===== src/rtl/pf_pkg.sv =====
/*
 * bitmap playfield shared definitions
 * widths, colour depth codes, fetch states, display word layout
 */
`default_nettype none

package pf_pkg;

    localparam int ADDR_W        = 16;                  // vram word address width
    localparam int WORD_W        = 16;                  // vram data word width
    localparam int COLOR_W       = 8;                   // colour index width
    localparam int HRES_W        = 11;                  // horizontal count width
    localparam int PIX_PER_GROUP = 8;                   // pixels per fetch group
    localparam int WORDS_MAX     = 4;                   // words per group at 8 bpp
    localparam int BUF_W         = PIX_PER_GROUP * COLOR_W;  // 64 bit pixel buffers

    typedef logic [WORD_W-1:0]  word_t;
    typedef logic [ADDR_W-1:0]  addr_t;
    typedef logic [COLOR_W-1:0] color_t;
    typedef logic [HRES_W-1:0]  hres_t;
    typedef logic [1:0]         bpp_t;

    localparam bpp_t BPP_1_ATTR = 2'd0;                 // 1 bpp, colours in the word
    localparam bpp_t BPP_4      = 2'd1;
    localparam bpp_t BPP_8      = 2'd2;
    localparam bpp_t BPP_XX     = 2'd3;                 // decodes as 8 bpp

    localparam hres_t H_SCANOUT_BEGIN = 11'd158;        // offscreen width less two

    localparam logic [2:0] FETCH_IDLE   = 3'd0;         // outside fetch window
    localparam logic [2:0] FETCH_ADDR   = 3'd1;         // word 0 address out
    localparam logic [2:0] FETCH_WAIT   = 3'd2;         // ram latency, word 1 address
    localparam logic [2:0] FETCH_READ_0 = 3'd3;
    localparam logic [2:0] FETCH_READ_1 = 3'd4;
    localparam logic [2:0] FETCH_READ_2 = 3'd5;
    localparam logic [2:0] FETCH_READ_3 = 3'd6;

    // one display word, raw pixels or 1 bpp with its own colours
    typedef union packed {
        word_t raw;                                     // 4 or 8 bpp pixel data
        struct packed {
            logic [3:0] back;                           // colour for clear bits
            logic [3:0] fore;                           // colour for set bits
            logic [7:0] pix;                            // pixel bits, msb first
        } attr;
    } disp_word_u;

endpackage

`default_nettype wire


===== src/rtl/pf_words_if.sv =====
/*
 * display word handover
 * fetched words go from the fetch engine to the pixel shifter
 */
`default_nettype none
`timescale 1ns/100ps

interface pf_words_if;
    import pf_pkg::*;

    logic                            words_ready;       // one clock, words valid
    disp_word_u [WORDS_MAX-1:0]      words;             // previous group words
    logic                            buf_full;          // group buffer awaits load

    modport fetch (
        output words_ready,
        output words,
        input  buf_full
    );

    modport pixel (
        input  words_ready,
        input  words,
        output buf_full
    );

endinterface

`default_nettype wire


===== src/rtl/pf_vram_fetch.sv =====
/*
 * playfield vram fetch engine
 * reads 1, 2 or 4 display words per eight pixel group and steps the
 * line start address by the line length with vertical repeat
 */
`default_nettype none
`timescale 1ns/100ps

module pf_vram_fetch (
    input  wire logic           clk,
    input  wire logic           reset_i,
    input  wire logic           mem_fetch_i,        // fetch window of the line
    input  wire logic           mem_fetch_start_i,  // line fetch start strobe
    input  wire logic           end_of_line_i,
    input  wire logic           end_of_frame_i,
    input  wire logic           pf_blank_i,         // plane off, hold at frame start
    input  wire pf_pkg::addr_t  pf_start_addr_i,    // frame start word address
    input  wire pf_pkg::word_t  pf_line_len_i,      // words per display line
    input  wire pf_pkg::bpp_t   pf_bpp_i,
    input  wire logic [1:0]     pf_v_repeat_i,      // extra uses of each line
    input  wire pf_pkg::word_t  vram_data_i,        // valid one clock after select
    output      logic           vram_sel_o,
    output      pf_pkg::addr_t  vram_addr_o,
    pf_words_if.fetch           words
);
    import pf_pkg::*;

    logic [2:0] fetch_st;           // fsm state
    addr_t      disp_addr;          // next display word to read
    addr_t      line_start;         // first word of current line
    logic [1:0] v_count;            // repeats left on this line
    logic       first_group;        // first group of line has nothing to hand over
    logic       depth_8;            // four words per group
    logic       issue_rd;           // put disp_addr on the ram this clock

    assign depth_8 = (pf_bpp_i != BPP_1_ATTR) && (pf_bpp_i != BPP_4);

    // words 1 to 3 are addressed while earlier words return
    always_comb begin
        case (fetch_st)
            FETCH_ADDR:   issue_rd = mem_fetch_i && !words.buf_full;  // room for a group
            FETCH_WAIT:   issue_rd = (pf_bpp_i != BPP_1_ATTR);        // word 1
            FETCH_READ_0: issue_rd = depth_8;                         // word 2
            FETCH_READ_1: issue_rd = depth_8;                         // word 3
            default:      issue_rd = 1'b0;
        endcase
    end

    always_ff @(posedge clk) begin
        if (reset_i) begin
            fetch_st          <= FETCH_IDLE;
            vram_sel_o        <= 1'b0;
            vram_addr_o       <= '0;
            words.words_ready <= 1'b0;
            disp_addr         <= '0;
            line_start        <= '0;
            v_count           <= '0;
            first_group       <= 1'b0;
        end else begin
            vram_sel_o        <= issue_rd;              // one clock per word
            words.words_ready <= 1'b0;
            if (issue_rd) begin
                vram_addr_o <= disp_addr;
                disp_addr   <= disp_addr + 1'b1;        // words are consecutive
            end

            case (fetch_st)
                FETCH_IDLE: begin
                    if (mem_fetch_i) begin
                        fetch_st <= FETCH_ADDR;
                    end
                end
                FETCH_ADDR: begin
                    if (!mem_fetch_i) begin
                        fetch_st <= FETCH_IDLE;         // window closed
                    end else if (issue_rd) begin
                        fetch_st <= FETCH_WAIT;
                    end
                end
                FETCH_WAIT: begin
                    words.words_ready <= !first_group;  // hand over previous group
                    first_group       <= 1'b0;
                    fetch_st          <= FETCH_READ_0;
                end
                FETCH_READ_0: begin
                    words.words[0] <= vram_data_i;
                    fetch_st <= (pf_bpp_i == BPP_1_ATTR) ? FETCH_ADDR : FETCH_READ_1;
                end
                FETCH_READ_1: begin
                    words.words[1] <= vram_data_i;
                    fetch_st <= (pf_bpp_i == BPP_4) ? FETCH_ADDR : FETCH_READ_2;
                end
                FETCH_READ_2: begin
                    words.words[2] <= vram_data_i;
                    fetch_st       <= FETCH_READ_3;
                end
                FETCH_READ_3: begin
                    words.words[3] <= vram_data_i;
                    fetch_st       <= FETCH_ADDR;       // group done
                end
                default: begin
                    fetch_st <= FETCH_IDLE;
                end
            endcase

            if (mem_fetch_start_i) begin
                disp_addr   <= line_start;              // line starts from its first word
                first_group <= 1'b1;
            end

            if (end_of_line_i) begin
                disp_addr <= line_start;                // rewind for a repeated line
                if (v_count != 2'd0) begin
                    v_count <= v_count - 1'b1;
                end else begin
                    v_count    <= pf_v_repeat_i;
                    line_start <= line_start + pf_line_len_i;  // next display line
                end
            end

            if (end_of_frame_i || pf_blank_i) begin
                disp_addr  <= pf_start_addr_i;          // back to top of frame
                line_start <= pf_start_addr_i;
                v_count    <= pf_v_repeat_i;
            end
        end
    end

endmodule

`default_nettype wire


===== src/rtl/pf_scan_timing.sv =====
/*
 * playfield scanout timing
 * scanout window, horizontal pixel repeat and eight pixel group count
 */
`default_nettype none
`timescale 1ns/100ps

module pf_scan_timing (
    input  wire logic           clk,
    input  wire logic           reset_i,
    input  wire logic           mem_fetch_i,
    input  wire logic           mem_fetch_start_i,
    input  wire logic           end_of_line_i,
    input  wire pf_pkg::hres_t  h_count_i,          // horizontal pixel count
    input  wire pf_pkg::hres_t  vid_left_i,         // left visible edge
    input  wire pf_pkg::hres_t  vid_right_i,        // right visible edge
    input  wire logic [1:0]     pf_h_repeat_i,      // extra clocks per pixel
    output      logic           scanout_o,          // window open
    output      logic           load_o,             // next group into shift register
    output      logic           shift_o,            // next pixel of group
    output      logic           end_o               // window closes
);
    import pf_pkg::*;

    hres_t      start_cnt;          // h count of first pixel load
    hres_t      end_cnt;            // h count of scanout end
    logic [1:0] h_cnt;              // repeat countdown of current pixel
    logic [2:0] px_cnt;             // pixel within group
    logic       start;              // window opens this clock
    logic       step;               // current pixel fully held

    assign start   = mem_fetch_i && (h_count_i == start_cnt);
    assign step    = scanout_o && (h_cnt == 2'd0);
    assign load_o  = start || (step && (px_cnt == 3'd7));   // every eighth step
    assign shift_o = !start && step && (px_cnt != 3'd7);
    assign end_o   = (h_count_i == end_cnt);

    always_ff @(posedge clk) begin
        if (reset_i) begin
            scanout_o <= 1'b0;
            start_cnt <= '0;
            end_cnt   <= '0;
            h_cnt     <= '0;
            px_cnt    <= '0;
        end else begin
            if (step) begin
                h_cnt  <= pf_h_repeat_i;
                px_cnt <= px_cnt + 1'b1;                // wraps at group end
            end else if (scanout_o) begin
                h_cnt  <= h_cnt - 1'b1;
            end

            if (start) begin
                scanout_o <= 1'b1;
                h_cnt     <= pf_h_repeat_i;             // first pixel held too
                px_cnt    <= 3'd0;
            end

            if (end_o || end_of_line_i) begin
                scanout_o <= 1'b0;
            end

            if (mem_fetch_start_i) begin
                end_cnt <= H_SCANOUT_BEGIN + vid_right_i;
            end
            if (end_of_line_i) begin
                start_cnt <= H_SCANOUT_BEGIN + vid_left_i;  // for next line
            end
        end
    end

endmodule

`default_nettype wire


===== src/rtl/pf_pixel_shifter.sv =====
/*
 * playfield pixel shifter
 * expands display words into the group buffer, shifts pixels out,
 * shows border outside the window and applies the colour base
 */
`default_nettype none
`timescale 1ns/100ps

module pf_pixel_shifter (
    input  wire logic           clk,
    input  wire logic           reset_i,
    input  wire logic           mem_fetch_start_i,  // new line, drop old buffer
    input  wire logic           load_i,
    input  wire logic           shift_i,
    input  wire logic           end_i,              // scanout window closes
    input  wire pf_pkg::bpp_t   pf_bpp_i,
    input  wire pf_pkg::color_t border_color_i,
    input  wire pf_pkg::color_t pf_colorbase_i,     // xor onto every index
    output      pf_pkg::color_t pf_color_index_o,
    pf_words_if.pixel           words
);
    import pf_pkg::*;

    logic [BUF_W-1:0] expand;       // group as eight indices, pixel 0 on top
    logic [BUF_W-1:0] pix_buf;      // next group waiting for load
    logic [BUF_W-1:0] pix_sr;       // group shifting out, head on top

    always_comb begin
        for (int i = 0; i < PIX_PER_GROUP; i++) begin
            color_t pix;
            case (pf_bpp_i)
                BPP_1_ATTR: begin                       // bit picks fore or back
                    pix = {4'h0, words.words[0].attr.pix[7-i] ? words.words[0].attr.fore
                                                               : words.words[0].attr.back};
                end
                BPP_4: begin                            // nibbles of words 0 and 1
                    pix = {4'h0, words.words[i/4].raw[15-4*(i%4) -: 4]};
                end
                default: begin                          // bytes of words 0 to 3
                    pix = words.words[i/2].raw[15-8*(i%2) -: 8];
                end
            endcase
            expand[BUF_W-1-i*COLOR_W -: COLOR_W] = pix;
        end
    end

    always_ff @(posedge clk) begin
        if (reset_i) begin
            words.buf_full <= 1'b0;
            pix_sr         <= '0;
        end else begin
            if (words.words_ready) begin
                words.buf_full <= 1'b1;
                pix_buf        <= expand;
            end

            if (load_i) begin
                words.buf_full <= 1'b0;                 // fetch may read next group
                pix_sr         <= pix_buf;
            end else if (shift_i) begin
                pix_sr <= {pix_sr[BUF_W-COLOR_W-1:0], border_color_i};
            end

            if (mem_fetch_start_i) begin
                words.buf_full <= 1'b0;                 // stale group from last line
            end

            if (end_i || mem_fetch_start_i) begin
                pix_sr[BUF_W-1 -: COLOR_W] <= border_color_i;  // border until next load
            end
        end
    end

    assign pf_color_index_o = pix_sr[BUF_W-1 -: COLOR_W] ^ pf_colorbase_i;

endmodule

`default_nettype wire


===== src/rtl/video_bitmap_playfield.sv =====
/*
 * bitmap playfield of the video controller
 * fetch engine, scanout timing and pixel shifter on plain ports
 */
`default_nettype none
`timescale 1ns/100ps

module video_bitmap_playfield (
    input  wire logic           clk,
    input  wire logic           reset_i,
    input  wire logic           mem_fetch_i,        // line fetch window
    input  wire logic           mem_fetch_start_i,
    input  wire pf_pkg::hres_t  h_count_i,
    input  wire logic           end_of_line_i,
    input  wire logic           end_of_frame_i,
    input  wire pf_pkg::color_t border_color_i,
    input  wire pf_pkg::hres_t  vid_left_i,
    input  wire pf_pkg::hres_t  vid_right_i,
    output      logic           vram_sel_o,         // registered read select
    output      pf_pkg::addr_t  vram_addr_o,
    input  wire pf_pkg::word_t  vram_data_i,
    input  wire logic           pf_blank_i,
    input  wire pf_pkg::addr_t  pf_start_addr_i,
    input  wire pf_pkg::word_t  pf_line_len_i,
    input  wire pf_pkg::color_t pf_colorbase_i,
    input  wire pf_pkg::bpp_t   pf_bpp_i,
    input  wire logic [1:0]     pf_h_repeat_i,
    input  wire logic [1:0]     pf_v_repeat_i,
    output      pf_pkg::color_t pf_color_index_o
);

    logic load;                     // group load strobe
    logic shift;                    // pixel shift strobe
    logic scan_end;                 // window close strobe

    pf_words_if words_if ();

    pf_vram_fetch u_fetch (
        .clk                (clk),
        .reset_i            (reset_i),
        .mem_fetch_i        (mem_fetch_i),
        .mem_fetch_start_i  (mem_fetch_start_i),
        .end_of_line_i      (end_of_line_i),
        .end_of_frame_i     (end_of_frame_i),
        .pf_blank_i         (pf_blank_i),
        .pf_start_addr_i    (pf_start_addr_i),
        .pf_line_len_i      (pf_line_len_i),
        .pf_bpp_i           (pf_bpp_i),
        .pf_v_repeat_i      (pf_v_repeat_i),
        .vram_data_i        (vram_data_i),
        .vram_sel_o         (vram_sel_o),
        .vram_addr_o        (vram_addr_o),
        .words              (words_if)
    );

    pf_scan_timing u_timing (
        .clk                (clk),
        .reset_i            (reset_i),
        .mem_fetch_i        (mem_fetch_i),
        .mem_fetch_start_i  (mem_fetch_start_i),
        .end_of_line_i      (end_of_line_i),
        .h_count_i          (h_count_i),
        .vid_left_i         (vid_left_i),
        .vid_right_i        (vid_right_i),
        .pf_h_repeat_i      (pf_h_repeat_i),
        .scanout_o          (),                     // level kept inside timing
        .load_o             (load),
        .shift_o            (shift),
        .end_o              (scan_end)
    );

    pf_pixel_shifter u_shifter (
        .clk                (clk),
        .reset_i            (reset_i),
        .mem_fetch_start_i  (mem_fetch_start_i),
        .load_i             (load),
        .shift_i            (shift),
        .end_i              (scan_end),
        .pf_bpp_i           (pf_bpp_i),
        .border_color_i     (border_color_i),
        .pf_colorbase_i     (pf_colorbase_i),
        .pf_color_index_o   (pf_color_index_o),
        .words              (words_if)
    );

endmodule

`default_nettype wire


===== config.mk =====
export PLATFORM = sky130hd
export DESIGN_NAME = video_bitmap_playfield
export DESIGN_NICKNAME = d
export VERILOG_FILES = /design/src/rtl/pf_pkg.sv /design/src/rtl/pf_words_if.sv /design/src/rtl/pf_vram_fetch.sv /design/src/rtl/pf_scan_timing.sv /design/src/rtl/pf_pixel_shifter.sv /design/src/rtl/video_bitmap_playfield.sv
export SDC_FILE = /design/constraint.sdc
export NUM_CORES = 1
export LEC_CHECK = 0
export ABC_AREA = 1
export BUFFER_PORTS_ARGS = -buffer_cell sky130_fd_sc_hd__buf_2
export CORE_MARGIN = 5
export CORE_UTILIZATION = 56
export CTS_BUF_LIST = sky130_fd_sc_hd__clkbuf_8
export CTS_CLUSTER_DIAMETER = 150
export DETAILED_ROUTE_END_ITERATION = 12
export PLACE_DENSITY = 0.81
export REMOVE_ABC_BUFFERS = 1
export SETUP_SLACK_MARGIN = 0.1
export SLEW_MARGIN = 10
export SYNTH_ARGS = -nofsm -noshare
export SYNTH_HDL_FRONTEND = slang
export SYNTH_HIERARCHICAL = 1
export SYNTH_SLANG_ARGS = --single-unit

===== constraint.sdc =====
create_clock -name clk -period 4.5 [get_ports clk]
set_clock_uncertainty 0.05 [all_clocks]
set_input_delay 0.675 -clock clk [delete_from_list [all_inputs] [get_ports clk]]
set_output_delay 0.675 -clock clk [all_outputs]
set_load 0.02 [all_outputs]

==> summary.txt, run 1 <==
hold endpoint - u_timing/end_cnt[1]$_SDFFE_PP0P_
Post-Route Hold Slack - 260.2 ps
diodes inserted - 0
instance count along the most critical hold path - 2
die outline height - 166.9 um
remaining design rule violation count - 0
fraction of final layout cells sized beyond drive strength 1 - 13.76%
Comb power frac - 10.7%
highest signal layer in the routed design - met5
Pleak - 7.537 nW
metal3 WL - 2312 um
count of pins over their slew limit - 0
maximum net fanout on the critical path - 74
Post-Route WL - 32860 um
input/output buffers - 134
count of vias placed by the detailed router - 11831
RR Startpoint - u_timing/start_cnt[9]$_SDFFE_PP0P_
floorplan die area - 27870 sq um
kind of critical path - reg -> reg
area fraction in compound gates after synthesis - 9.334%
cell area reported after detailed placement - 14640 sq um
multiplexer share of the synthesized area - 0%
final worst-path cycle share - 57.23%
routed length on met1 - 14340 um
buffer type at the clock tree root - sky130_fd_sc_hd__clkbuf_8
number of synthesized register bits - 277
RSZ-0062 raised after global routing - no
area used by multi-input combinational logic - 5655 sq um
Tightest Pin Transition - 848.0 ps
Post-DRT Antenna Nets - 0
HP Class - in -> reg
mean instance size in the synthesized netlist - 7.727 sq um
net switching power - 1.433 mW
overall overflow remaining after global route - 0
Num CTS Buffers - 45
Tmin final - 2575 ps
cell with the largest stage delay on the worst path - sky130_fd_sc_hd__buf_4
WL met2 - 15540 um
maxcap violations - 0
area share of and/or/nand/nor cells after synthesis - 27.39%
number of instances resized during post-cts repair - 0
Chip Width - 166.9 um
Util after Layout - 64.19%
Worst R2R End - u_shifter/pix_sr[38]$_SDFFE_PP0P_
antenna violations before repair - 1
cell area after technology mapping - 13790 sq um
area share of the largest cell type after synthesis - 27.87%
Power Internal - 4.259 mW
GR Util All Layers - 22.96%
Row Count - 57
first-pass GRT wire length - 53740 um
cell taking the most area after synthesis - sky130_fd_sc_hd__edfxtp_1
largest incremental delay on the critical path - 620 ps
CTS tree - yes
most used cell, CP - sky130_fd_sc_hd__nand2_1
CP arrival - 2960 ps
final instance area - 15610 sq um
total power after layout - 5.693 mW
H-tree depth - 2
minimum setup slack among reg-to-reg paths - 1920 ps
worst ir drop on vdd - 0.2613 mV
number of global-route vias before repair - 11174
post-synthesis xor/xnor area fraction - 1.968%
Post-Syn Instances - 1785
total negative slack for setup checks - 0 ps
post-CTS repair timing setup buffer count - 0
family of cells with the greatest summed delay on the critical path - buffers and inverters
Routed wire per std cell - 14.46 um
detail-routed via count per cell - 5.207
switching share of total power - 25.18%
fraction of power consumed by sequential logic - 48.4%
Final Setup Violations - 0
maximum number of pins on one net before global-route repair - 75
proportion of synthesized chip area in sequential cells - 49.49%
total of hold buffers inserted after clock tree synthesis - 0
clock transition time at the flip-flop clock pins of the worst setup and hold paths - 60 ps
cells along the critical path - inv_2 > nand2_1 > nand2_1 > inv_1 > nand2_1 > nor2_2 > nand3_4 > o21ai_4 > buf_4 > nor2_4 > buf_4 > nand2_1 > nand3_1 > nand2_1 > inv_1
CTS max path bufs - 3
critical path data required time - 4890 ps
total power per unit cell area - 364.7 nW/um^2
f_max - 0.3883 GHz
Final Net Count - 2044
result of the run - finished, final reports clean
Unique masters post-synth - 42
startpoint of the most critical hold path - vid_right_i[1]
total of warnings raised by yosys - 6
P&R area growth vs syn - 13.17%
starting utilization of the core area - 56.72%
clock tree sinks - 277
share of synthesized cell area in full adder, half adder and majority cells - 2.050%
relative contribution of the clock network to total power - 40.9%
number of cells on the worst reg-to-reg path - 15
sequential cell area - 6827 sq um
half-perimeter wire length of the detailed placement result - 22490 um
later-pin clock latency in the skew report - 550 ps
final hold viol count - 0
first-pass iteration count of the detailed router - 5
cells taking the most area after synthesis - sky130_fd_sc_hd__edfxtp_1 28%, sky130_fd_sc_hd__dfxtp_1 22%, sky130_fd_sc_hd__nand2_1 16%, sky130_fd_sc_hd__inv_1 6.5%, sky130_fd_sc_hd__nand3_1 4.4%
worst slew slack as a fraction of its limit - 43.47%
placer's final routability congestion estimate - 0.9058
buffer and inverter count on the worst path - 5
ports placed on the boundary - 135
core region area - 24320 sq um
Critical Path Start Type - register
largest family of logic cells by synthesized area - simple AND/OR/NAND/NOR gates
kind of end point of the critical path - register
count of filler cells inserted in the layout - 1995
Detailed Route Iter0 Violations - 1262
[Yosys cell counts (all sizes together)]
master / n
o211ai: 31
nand3: 125
a21boi: 2
or2: 8
fa: 1
nand3b: 5
o221ai: 10
clkbuf: 25
inv: 252
o22ai: 6
dfxtp: 149
buf: 43
o21ai: 81
nand2: 599
a31oi: 22
xor2: 26
nor4: 3
xnor2: 5
clkinv: 7
ha: 21
edfxtp: 128
nor3: 16
nor2: 141
a21oi: 69
nand4: 10
[how the worst max path moves through the flow]
stage / slack [ps] / endpoint / startpoint / cells after the start
after global placement: 1540 / u_shifter/pix_sr[19]$_SDFFE_PP0P_ / h_count_i[10] / 13
after global routing: 1700 / u_shifter/pix_sr[5]$_SDFFE_PP0P_ / u_timing/start_cnt[9]$_SDFFE_PP0P_ / 15
final: 1920 / u_shifter/pix_sr[38]$_SDFFE_PP0P_ / u_timing/start_cnt[9]$_SDFFE_PP0P_ / 15
after floorplan: -2330 / u_shifter/pix_sr[0]$_SDFFE_PP0P_ / u_timing/px_cnt[0]$_SDFFE_PP0P_ / 9
after detailed placement: 1520 / u_shifter/pix_sr[29]$_SDFFE_PP0P_ / h_count_i[7] / 13
after CTS: 1920 / u_shifter/pix_sr[4]$_SDFFE_PP0P_ / u_timing/start_cnt[9]$_SDFFE_PP0P_ / 15
[registers in the layout, indices dropped and copies added, names as in the netlist]
| register | cells |
|---|---|
| u_fetch/line_start | 16 |
| u_timing/start_cnt | 11 |
| u_fetch/v_count | 2 |
| u_fetch/fetch_st | 3 |
| u_shifter/words.buf_full | 1 |
| u_fetch/vram_addr_o | 16 |
| u_fetch/first_group | 1 |
| u_fetch/words.words_ready | 1 |
| u_timing/end_cnt | 11 |
| u_fetch/disp_addr | 16 |
| u_timing/scanout_o | 1 |
| u_timing/h_cnt | 2 |
| u_fetch/words.words | 64 |
| u_timing/px_cnt | 3 |
| u_shifter/pix_sr | 64 |
| u_fetch/vram_sel_o | 1 |
| u_shifter/pix_buf | 64 |
[kinds of logic (layout without fill, tap and decap cells)]
kind of cell | count (synthesis) | after routing
AOI/OAI and AO/OA | 221 | 221
xor gates and xnor gates | 31 | 31
DFF | 277 | 277
buffers and inverters | 327 | 490
and+or+nand+nor | 907 | 907
adders and majority gates | 22 | 22
[placed cells by master (no fill, tap or decap), types with 10 or more instances in the layout]
cell / n
sky130_fd_sc_hd__edfxtp_1: 128
sky130_fd_sc_hd__nand4_1: 10
sky130_fd_sc_hd__o21ai_1: 16
sky130_fd_sc_hd__inv_2: 14
sky130_fd_sc_hd__dfxtp_1: 149
sky130_fd_sc_hd__buf_4: 14
sky130_fd_sc_hd__o221ai_1: 10
sky130_fd_sc_hd__nand2_1: 593
sky130_fd_sc_hd__inv_1: 257
sky130_fd_sc_hd__nor2_1: 121
sky130_fd_sc_hd__o21ai_0: 60
sky130_fd_sc_hd__o211ai_1: 31
sky130_fd_sc_hd__ha_1: 21
sky130_fd_sc_hd__xor2_1: 26
sky130_fd_sc_hd__a21oi_1: 68
sky130_fd_sc_hd__buf_2: 134
sky130_fd_sc_hd__nand3_1: 122
sky130_fd_sc_hd__nor2_2: 12
sky130_fd_sc_hd__nor3_1: 13
sky130_fd_sc_hd__a31oi_1: 22
sky130_fd_sc_hd__clkbuf_8: 52
[metrics by stage]
stage | setup WS (ps) | instances
final | 1925 | 2272
after global routing | 1702 | 2272
after CTS | 1922 | 2272
after detailed placement | 1519 | 2189
after global placement | 1539 | 2189
after floorplan | -2331 | 1717
[cell type report]
| type | instances | area share [%] |
|---|---|---|
| multi-input cells | 1181 | 36.23 |
| repair buffers | 148 | 4.970 |
| clock buffers | 52 | 4.585 |
| inverters | 259 | 6.228 |
| clock inverters | 31 | 1.659 |
| flip-flops and latches | 277 | 43.73 |
| well taps | 324 | 2.597 |
[power groups by stage]
| stage | clock network (mW) | logic [mW] | registers [mW] |
|---|---|---|---|
| floorplan | 0 | 0.376 | 2.81 |
| global placement | 0 | 0.586 | 2.80 |
| detailed placement | 0 | 0.600 | 2.81 |
| CTS | 2.37 | 0.605 | 2.75 |
| global route | 2.51 | 0.686 | 2.76 |
| finish | 2.33 | 0.610 | 2.75 |
[worst register-to-register path, stage by stage, from the launching register on]
cell                      delay (ps)
sky130_fd_sc_hd__dfxtp_1         380
sky130_fd_sc_hd__inv_2            50
sky130_fd_sc_hd__nand2_1          80
sky130_fd_sc_hd__nand2_1          60
sky130_fd_sc_hd__inv_1            50
sky130_fd_sc_hd__nand2_1          50
sky130_fd_sc_hd__nor2_2          120
sky130_fd_sc_hd__nand3_4         130
sky130_fd_sc_hd__o21ai_4         120
sky130_fd_sc_hd__buf_4           620
sky130_fd_sc_hd__nor2_4           70
sky130_fd_sc_hd__buf_4           330
sky130_fd_sc_hd__nand2_1         160
sky130_fd_sc_hd__nand3_1          70
sky130_fd_sc_hd__nand2_1          60
sky130_fd_sc_hd__inv_1            50
[per-layer routing]
metal	vias to the layer above	track usage, %
li1	5976	-
met1	5389	31.55
met3	61	3.626
met5	-	0
met2	403	37.81
met4	2	6.759
Note: power is estimated with default switching activity, not from simulation.
==> run 2: changes to the inputs <==
==> constraint.sdc (replaced) <==
create_clock -name clk -period 2.2 [get_ports clk]
set_clock_uncertainty 0.05 [all_clocks]
set_input_delay 0.33 -clock clk [delete_from_list [all_inputs] [get_ports clk]]
set_output_delay 0.33 -clock clk [all_outputs]
set_load 0.02 [all_outputs]
==> run 2 against run 1 <==
  * Critical path depth decreased by 3
  * Count of clock-buffer cells in the layout is the same
  * Combinational power rose by 120%
  * Maximum frequency is 29% higher
  * Setup slack got worse by 1700 ps
  * Design area increased by 3.9%
  * Worst hold slack lost 220 ps
  * Global-route usage grew 0.59 points
  * Utilization increased by 2.5 points
  * Critical endpoint is now u_shifter/pix_sr[56]$_SDFFE_PP0P_
  * Largest cell class unchanged
  * Highest routed layer unchanged
==> summary.txt, run 2 (synthesized netlist as in run 1, its figures left out) <==
number of cells on the worst reg-to-reg path - 12 (-3)
family of cells with the greatest summed delay on the critical path - simple AND/OR/NAND/NOR gates
die outline height - 166.9 um (unchanged)
H-tree depth - 2 (unchanged)
Detailed Route Iter0 Violations - 1152 (-8.7%)
switching share of total power - 25.60% (+0.42 points)
half-perimeter wire length of the detailed placement result - 23420 um (+4.1%)
final worst-path cycle share - 90.54% (+33 points)
cell area reported after detailed placement - 14860 sq um (+1.6%)
final hold viol count - 0 (unchanged)
f_max - 0.5021 GHz (+29%)
clock transition time at the flip-flop clock pins of the worst setup and hold paths - 60 ps (about the same)
Final Setup Violations - 0 (unchanged)
count of vias placed by the detailed router - 12281 (+3.8%)
critical path data required time - 2570 ps (-2320 ps)
Routed wire per std cell - 14.92 um (+3.1%)
starting utilization of the core area - 56.72% (unchanged)
first-pass iteration count of the detailed router - 5 (unchanged)
CTS tree - yes
diodes inserted - 0 (unchanged)
clock tree sinks - 277 (unchanged)
fraction of power consumed by sequential logic - 48.5% (about the same)
sequential cell area - 6828 sq um (about the same)
startpoint of the most critical hold path - pf_start_addr_i[11]
maximum number of pins on one net before global-route repair - 65 (-13%)
Post-Route WL - 34700 um (+5.6%)
count of filler cells inserted in the layout - 1905 (-4.5%)
Final Net Count - 2097 (+2.6%)
RSZ-0062 raised after global routing - no
commonest cells after routing, fill and taps aside - 591 x sky130_fd_sc_hd__nand2_1, 251 x sky130_fd_sc_hd__inv_1, 148 x sky130_fd_sc_hd__dfxtp_1
kind of end point of the critical path - register
later-pin clock latency in the skew report - 550 ps (about the same)
count of pins over their slew limit - 0 (unchanged)
floorplan die area - 27870 sq um (unchanged)
result of the run - finished, final reports clean
net switching power - 2.978 mW (+110%)
core region area - 24320 sq um (unchanged)
placer's final routability congestion estimate - 0.9358 (+3.3%)
remaining design rule violation count - 0 (unchanged)
number of global-route vias before repair - 11705 (+4.8%)
buffer type at the clock tree root - sky130_fd_sc_hd__clkbuf_8
worst slew slack as a fraction of its limit - 64.64% (+21 points)
Pleak - 7.812 nW (+3.6%)
minimum setup slack among reg-to-reg paths - 210 ps (-1720 ps)
GR Util All Layers - 23.55% (+0.59 points)
kind of critical path - reg -> reg
CTS max path bufs - 3 (unchanged)
antenna violations before repair - 1 (unchanged)
Comb power frac - 11.3% (+0.6 points)
ports placed on the boundary - 135 (unchanged)
buffer and inverter count on the worst path - 2 (-3)
cells along the critical path - inv_1 > nand2_1 > nand4_1 > nor2_1 > nand3_4 > o21ai_4 > buf_12 > nor2_1 > nor2_1 > nor2_1 > nor2_1 > nor2_1
Chip Width - 166.9 um (unchanged)
overall overflow remaining after global route - 0 (unchanged)
cell with the largest stage delay on the worst path - sky130_fd_sc_hd__dfxtp_1
hold endpoint - u_fetch/line_start[11]$_SDFFE_PP0P_
most common cell after layout, fill and taps aside - sky130_fd_sc_hd__nand2_1
maxcap violations - 0 (unchanged)
CP arrival - 2360 ps (-600 ps)
input/output buffers - 134 (unchanged)
final instance area - 16220 sq um (+3.9%)
Critical Path Start Type - register
Post-DRT Antenna Nets - 0 (unchanged)
Worst R2R End - u_shifter/pix_sr[56]$_SDFFE_PP0P_
largest incremental delay on the critical path - 370 ps (-250 ps)
HP Class - in -> reg
detail-routed via count per cell - 5.280 (+1.4%)
RR Startpoint - u_timing/start_cnt[7]$_SDFFE_PP0P_
total power per unit cell area - 717.3 nW/um^2 (+97%)
Power Internal - 8.656 mW (+100%)
Tightest Pin Transition - 526.9 ps (-321.0 ps)
total power after layout - 11.63 mW (+100%)
fraction of final layout cells sized beyond drive strength 1 - 15.23% (+1.5 points)
Num CTS Buffers - 46 (+2.2%)
worst ir drop on vdd - 0.3522 mV (+35%)
registers with the most flip-flops - u_fetch/words.words (64), u_shifter/pix_buf (64), u_shifter/pix_sr (64)
P&R area growth vs syn - 17.60%
maximum net fanout on the critical path - 26 (-65%)
instance count along the most critical hold path - 3 (+1)
area used by multi-input combinational logic - 5695 sq um (+0.71%)
first-pass GRT wire length - 55100 um (+2.5%)
most used cell, CP - sky130_fd_sc_hd__nor2_1
Tmin final - 1992 ps (-583.4 ps)
relative contribution of the clock network to total power - 40.2% (-0.7 points)
Row Count - 57 (unchanged)
run 2: cell count changes in the layout (fill, tap and decap cells not counted), moves of 4 or more:
cell,previous run,this run
sky130_fd_sc_hd__dlygate4sd3_1,0,26
sky130_fd_sc_hd__buf_4,14,28
sky130_fd_sc_hd__buf_12,0,8
sky130_fd_sc_hd__clkinv_2,3,10
sky130_fd_sc_hd__inv_1,257,251
sky130_fd_sc_hd__clkinv_1,9,13
run 2: final cells by class:
cell class              instances  share of cell area (%)
flip-flops and latches        277                   42.09
multi-input cells            1182                   35.11
repair buffers                199                   8.400
inverters                     259                   5.994
clock buffers                  52                   4.412
well taps                     324                   2.499
clock inverters                33                   1.489
run 2: worst max path at each step:
stage / start / endpoint / slack [ps] / depth (start not counted)
after floorplan: u_timing/px_cnt[0]$_SDFFE_PP0P_ / u_shifter/pix_sr[0]$_SDFFE_PP0P_ / -4630 / 9
after global placement: h_count_i[10] / u_shifter/pix_sr[56]$_SDFFE_PP0P_ / 40 / 12
after detailed placement: h_count_i[10] / u_shifter/pix_sr[56]$_SDFFE_PP0P_ / 40 / 12
after CTS: u_timing/start_cnt[10]$_SDFFE_PP0P_ / u_shifter/pix_sr[59]$_SDFFE_PP0P_ / 110 / 11
after global routing: u_timing/start_cnt[2]$_SDFFE_PP0P_ / u_shifter/pix_sr[56]$_SDFFE_PP0P_ / 60 / 14
final: u_timing/start_cnt[7]$_SDFFE_PP0P_ / u_shifter/pix_sr[56]$_SDFFE_PP0P_ / 210 / 12
run 2: worst register-to-register path, delay by kind of cell, from the launching register on:
kind / cells / cell delay, ps
AOI/OAI and AO/OA: 1 / 200
buffers and inverters: 2 / 300
DFF: 1 / 370
and+or+nand+nor: 9 / 950
run 2: routing by layer:
| layer | GRT usage (%) | routed length (um) |
|---|---|---|
| met1 | 31.15 | 14920 |
| met2 | 39.29 | 16380 |
| met3 | 4.172 | 2491 |
| met4 | 8.040 | 888 |
| met5 | 0 | 13 |
run 2: power by group through the flow:
stage / Combinational (mW) / Clock, mW / Sequential, mW
finish: 1.32 / 4.67 / 5.64
global route: 1.48 / 5.01 / 5.65
CTS: 1.30 / 4.75 / 5.64
detailed placement: 1.26 / 0 / 5.74
global placement: 1.21 / 0 / 5.74
floorplan: 0.770 / 0 / 5.75
run 2: through the flow:
step	utilization [%]	hold slack, ps	TNS (ps)	worst slack (ps)	std cells
3_3_place_gp	61.12	357.6	0	43.76	2206
2_1_floorplan	-	348.4	-413220	-4631	1717
6_report	66.70	40.27	0	208.2	2326
5_1_grt	66.70	34.47	0	62.00	2326
3_5_place_dp	61.12	359.6	0	40.20	2206
4_1_cts	66.12	5.454	0	107.8	2317
run 2: what timing repair did:
item                                    CTS  global route
setup buffers                             0             6
endpoints found under the setup margin    0            65
hold buffers                             26             0
endpoints found under the hold margin    74             0
gates resized for setup                   0            10
==> run 3: changes to the inputs <==
--- a/config.mk
+++ b/config.mk
@@ -12,7 +12,7 @@
 export CTS_BUF_LIST = sky130_fd_sc_hd__clkbuf_8
 export CTS_CLUSTER_DIAMETER = 150
 export DETAILED_ROUTE_END_ITERATION = 12
-export PLACE_DENSITY = 0.81
+export PLACE_DENSITY = 0.86
 export REMOVE_ABC_BUFFERS = 1
 export SETUP_SLACK_MARGIN = 0.1
 export SLEW_MARGIN = 10
==> run 3 against run 2 <==
  * Register-to-register slack got worse by 120 ps
  * Global-route usage down 0.18 points
  * Via count rose by 0.67%
  * Sequential share of layout area barely moved
  * Wire length is 0.47% higher
  * Power decreased by 1.2%
  * Setup slack worse by 120 ps
  * Die area did not move
  * Cell count about the same
==> summary.txt, run 3 (synthesized netlist as in run 1, its figures left out) <==
result of the run - finished, final reports clean
floorplan die area - 27870 sq um (unchanged)
Critical Path Start Type - register
fraction of final layout cells sized beyond drive strength 1 - 15.30% (+0.065 points)
input/output buffers - 134 (unchanged)
Tightest Pin Transition - 598.7 ps (+71.73 ps)
registers with the most flip-flops - u_fetch/words.words (64), u_shifter/pix_buf (64), u_shifter/pix_sr (64)
number of cells on the worst reg-to-reg path - 16 (+4)
overall overflow remaining after global route - 0 (unchanged)
ports placed on the boundary - 135 (unchanged)
CTS tree - yes
worst ir drop on vdd - 0.5492 mV (+56%)
final hold viol count - 0 (unchanged)
Routed wire per std cell - 14.99 um (+0.52%)
Pleak - 7.806 nW (about the same)
instance count along the most critical hold path - 3 (unchanged)
cells along the critical path - inv_2 > nand2_1 > nand2_1 > inv_1 > nand2_1 > nor2_2 > nand3_4 > o21ai_4 > buf_4 > nor2_4 > buf_12 > clkbuf_16 > nand2_1 > nand3_1 > nand2_1 > inv_1
Detailed Route Iter0 Violations - 1174 (+1.9%)
maxcap violations - 0 (unchanged)
HP Class - in -> reg
starting utilization of the core area - 56.72% (unchanged)
CTS max path bufs - 3 (unchanged)
die outline height - 166.9 um (unchanged)
Final Setup Violations - 0 (unchanged)
number of global-route vias before repair - 11612 (-0.79%)
commonest cells after routing, fill and taps aside - 591 x sky130_fd_sc_hd__nand2_1, 252 x sky130_fd_sc_hd__inv_1, 148 x sky130_fd_sc_hd__dfxtp_1
final worst-path cycle share - 96.16% (+5.6 points)
maximum net fanout on the critical path - 6 (-77%)
first-pass GRT wire length - 55170 um (+0.11%)
CP arrival - 2510 ps (+150 ps)
minimum setup slack among reg-to-reg paths - 80 ps (-120 ps)
antenna violations before repair - 1 (unchanged)
Num CTS Buffers - 45 (-2.2%)
Post-Route Hold Slack - 29.38 ps (-10.88 ps)
clock tree sinks - 277 (unchanged)
largest incremental delay on the critical path - 350 ps (-20 ps)
Post-Route WL - 34860 um (+0.47%)
total power per unit cell area - 708.7 nW/um^2 (-1.2%)
RSZ-0062 raised after global routing - yes
kind of end point of the critical path - register
Final Net Count - 2095 (-0.095%)
placer's final routability congestion estimate - 0.9026 (-3.5%)
startpoint of the most critical hold path - vid_left_i[6]
clock transition time at the flip-flop clock pins of the worst setup and hold paths - 60 ps (about the same)
worst slew slack as a fraction of its limit - 59.99% (-4.6 points)
Post-DRT Antenna Nets - 0 (unchanged)
core region area - 24320 sq um (unchanged)
total power after layout - 11.49 mW (-1.2%)
detail-routed via count per cell - 5.317 (+0.71%)
first-pass iteration count of the detailed router - 8 (+3)
later-pin clock latency in the skew report - 550 ps (about the same)
count of vias placed by the detailed router - 12363 (+0.67%)
maximum number of pins on one net before global-route repair - 65 (unchanged)
most used cell, CP - sky130_fd_sc_hd__nand2_1
remaining design rule violation count - 0 (unchanged)
P&R area growth vs syn - 17.58% (about the same)
Chip Width - 166.9 um (unchanged)
worst slack after detailed placement - 53.31 ps (+13.11 ps)
kind of critical path - reg -> reg
critical path data required time - 2600 ps (+30 ps)
RR Startpoint - u_timing/start_cnt[9]$_SDFFE_PP0P_
hold endpoint - u_timing/start_cnt[6]$_SDFFE_PP0P_
Tmin final - 2116 ps (+123.8 ps)
f_max - 0.4727 GHz (-5.9%)
H-tree depth - 2 (unchanged)
buffer type at the clock tree root - sky130_fd_sc_hd__clkbuf_8
GR Util All Layers - 23.37% (-0.18 points)
cell with the largest stage delay on the worst path - sky130_fd_sc_hd__dfxtp_2
Row Count - 57 (unchanged)
half-perimeter wire length of the detailed placement result - 23040 um (-1.6%)
Worst R2R End - u_shifter/pix_sr[5]$_SDFFE_PP0P_
setup ws final - 84.46 ps (-123.8 ps)
most common cell after layout, fill and taps aside - sky130_fd_sc_hd__nand2_1
count of pins over their slew limit - 0 (unchanged)
==> run 3: worst max path at each step <==
stage / start / end / slack, ps / cells after the start
final: u_timing/start_cnt[9]$_SDFFE_PP0P_ / u_shifter/pix_sr[5]$_SDFFE_PP0P_ / 80 / 16
after global routing: u_timing/start_cnt[3]$_SDFFE_PP0P_ / u_shifter/pix_sr[5]$_SDFFE_PP0P_ / 20 / 16
after CTS: u_timing/start_cnt[2]$_SDFFE_PP0P_ / u_shifter/pix_sr[13]$_SDFFE_PP0P_ / 120 / 16
after detailed placement: h_count_i[10] / u_shifter/pix_sr[62]$_SDFFE_PP0P_ / 50 / 12
after global placement: h_count_i[10] / u_shifter/pix_sr[62]$_SDFFE_PP0P_ / 70 / 12
after floorplan: u_timing/px_cnt[0]$_SDFFE_PP0P_ / u_shifter/pix_sr[0]$_SDFFE_PP0P_ / -4630 / 9
==> run 3: area by class of cell <==
type,instances,area [sq um]
clock inverters,32,216.5
well taps,324,405.4
repair buffers,199,1393
clock buffers,52,715.7
multi-input cells,1181,5685
inverters,259,972.2
flip-flops and latches,277,6828
fillers,1808,8102
diodes,1,2.502
==> run 3: timing repair <==
item	4_1_cts	5_1_grt
hold buffers	23	0
setup endpoints to repair	0	67
setup buffers	0	8
gates resized for setup	0	13
endpoints found under the hold margin	71	0
==> run 3: power breakdown <==
part           switching [mW]  internal (mW)
registers               0.109           5.52
clock network            2.03           2.52
logic                   0.824          0.486
==> run 3: worst max-delay path: cells and delay by family (launching register included) <==
family | cells | cell delay (ps)
AO/OA/AOI/OAI | 1 | 130
buffers and inverters | 6 | 630
flip-flops | 1 | 350
AND/OR/NAND/NOR | 9 | 850
==> run 3: layer usage <==
layer	vias up	part of all wire (%)	track usage, %
met5	-	0	0
met2	573	47	38.29
met3	84	8.6	4.740
met4	0	2.6	7.755
met1	5625	41	31.22
li1	6081	-	-
==> run 3: through the flow <==
stage	std cells	instance area, sq um	util (%)	TNS (ps)
floorplan	1717	13420	-	-413220
detailed placement	2204	14810	60.90	0
global placement	2204	14810	60.90	0
finish	2325	16220	66.69	0
CTS	2311	15970	65.68	0
global route	2325	16220	66.69	0
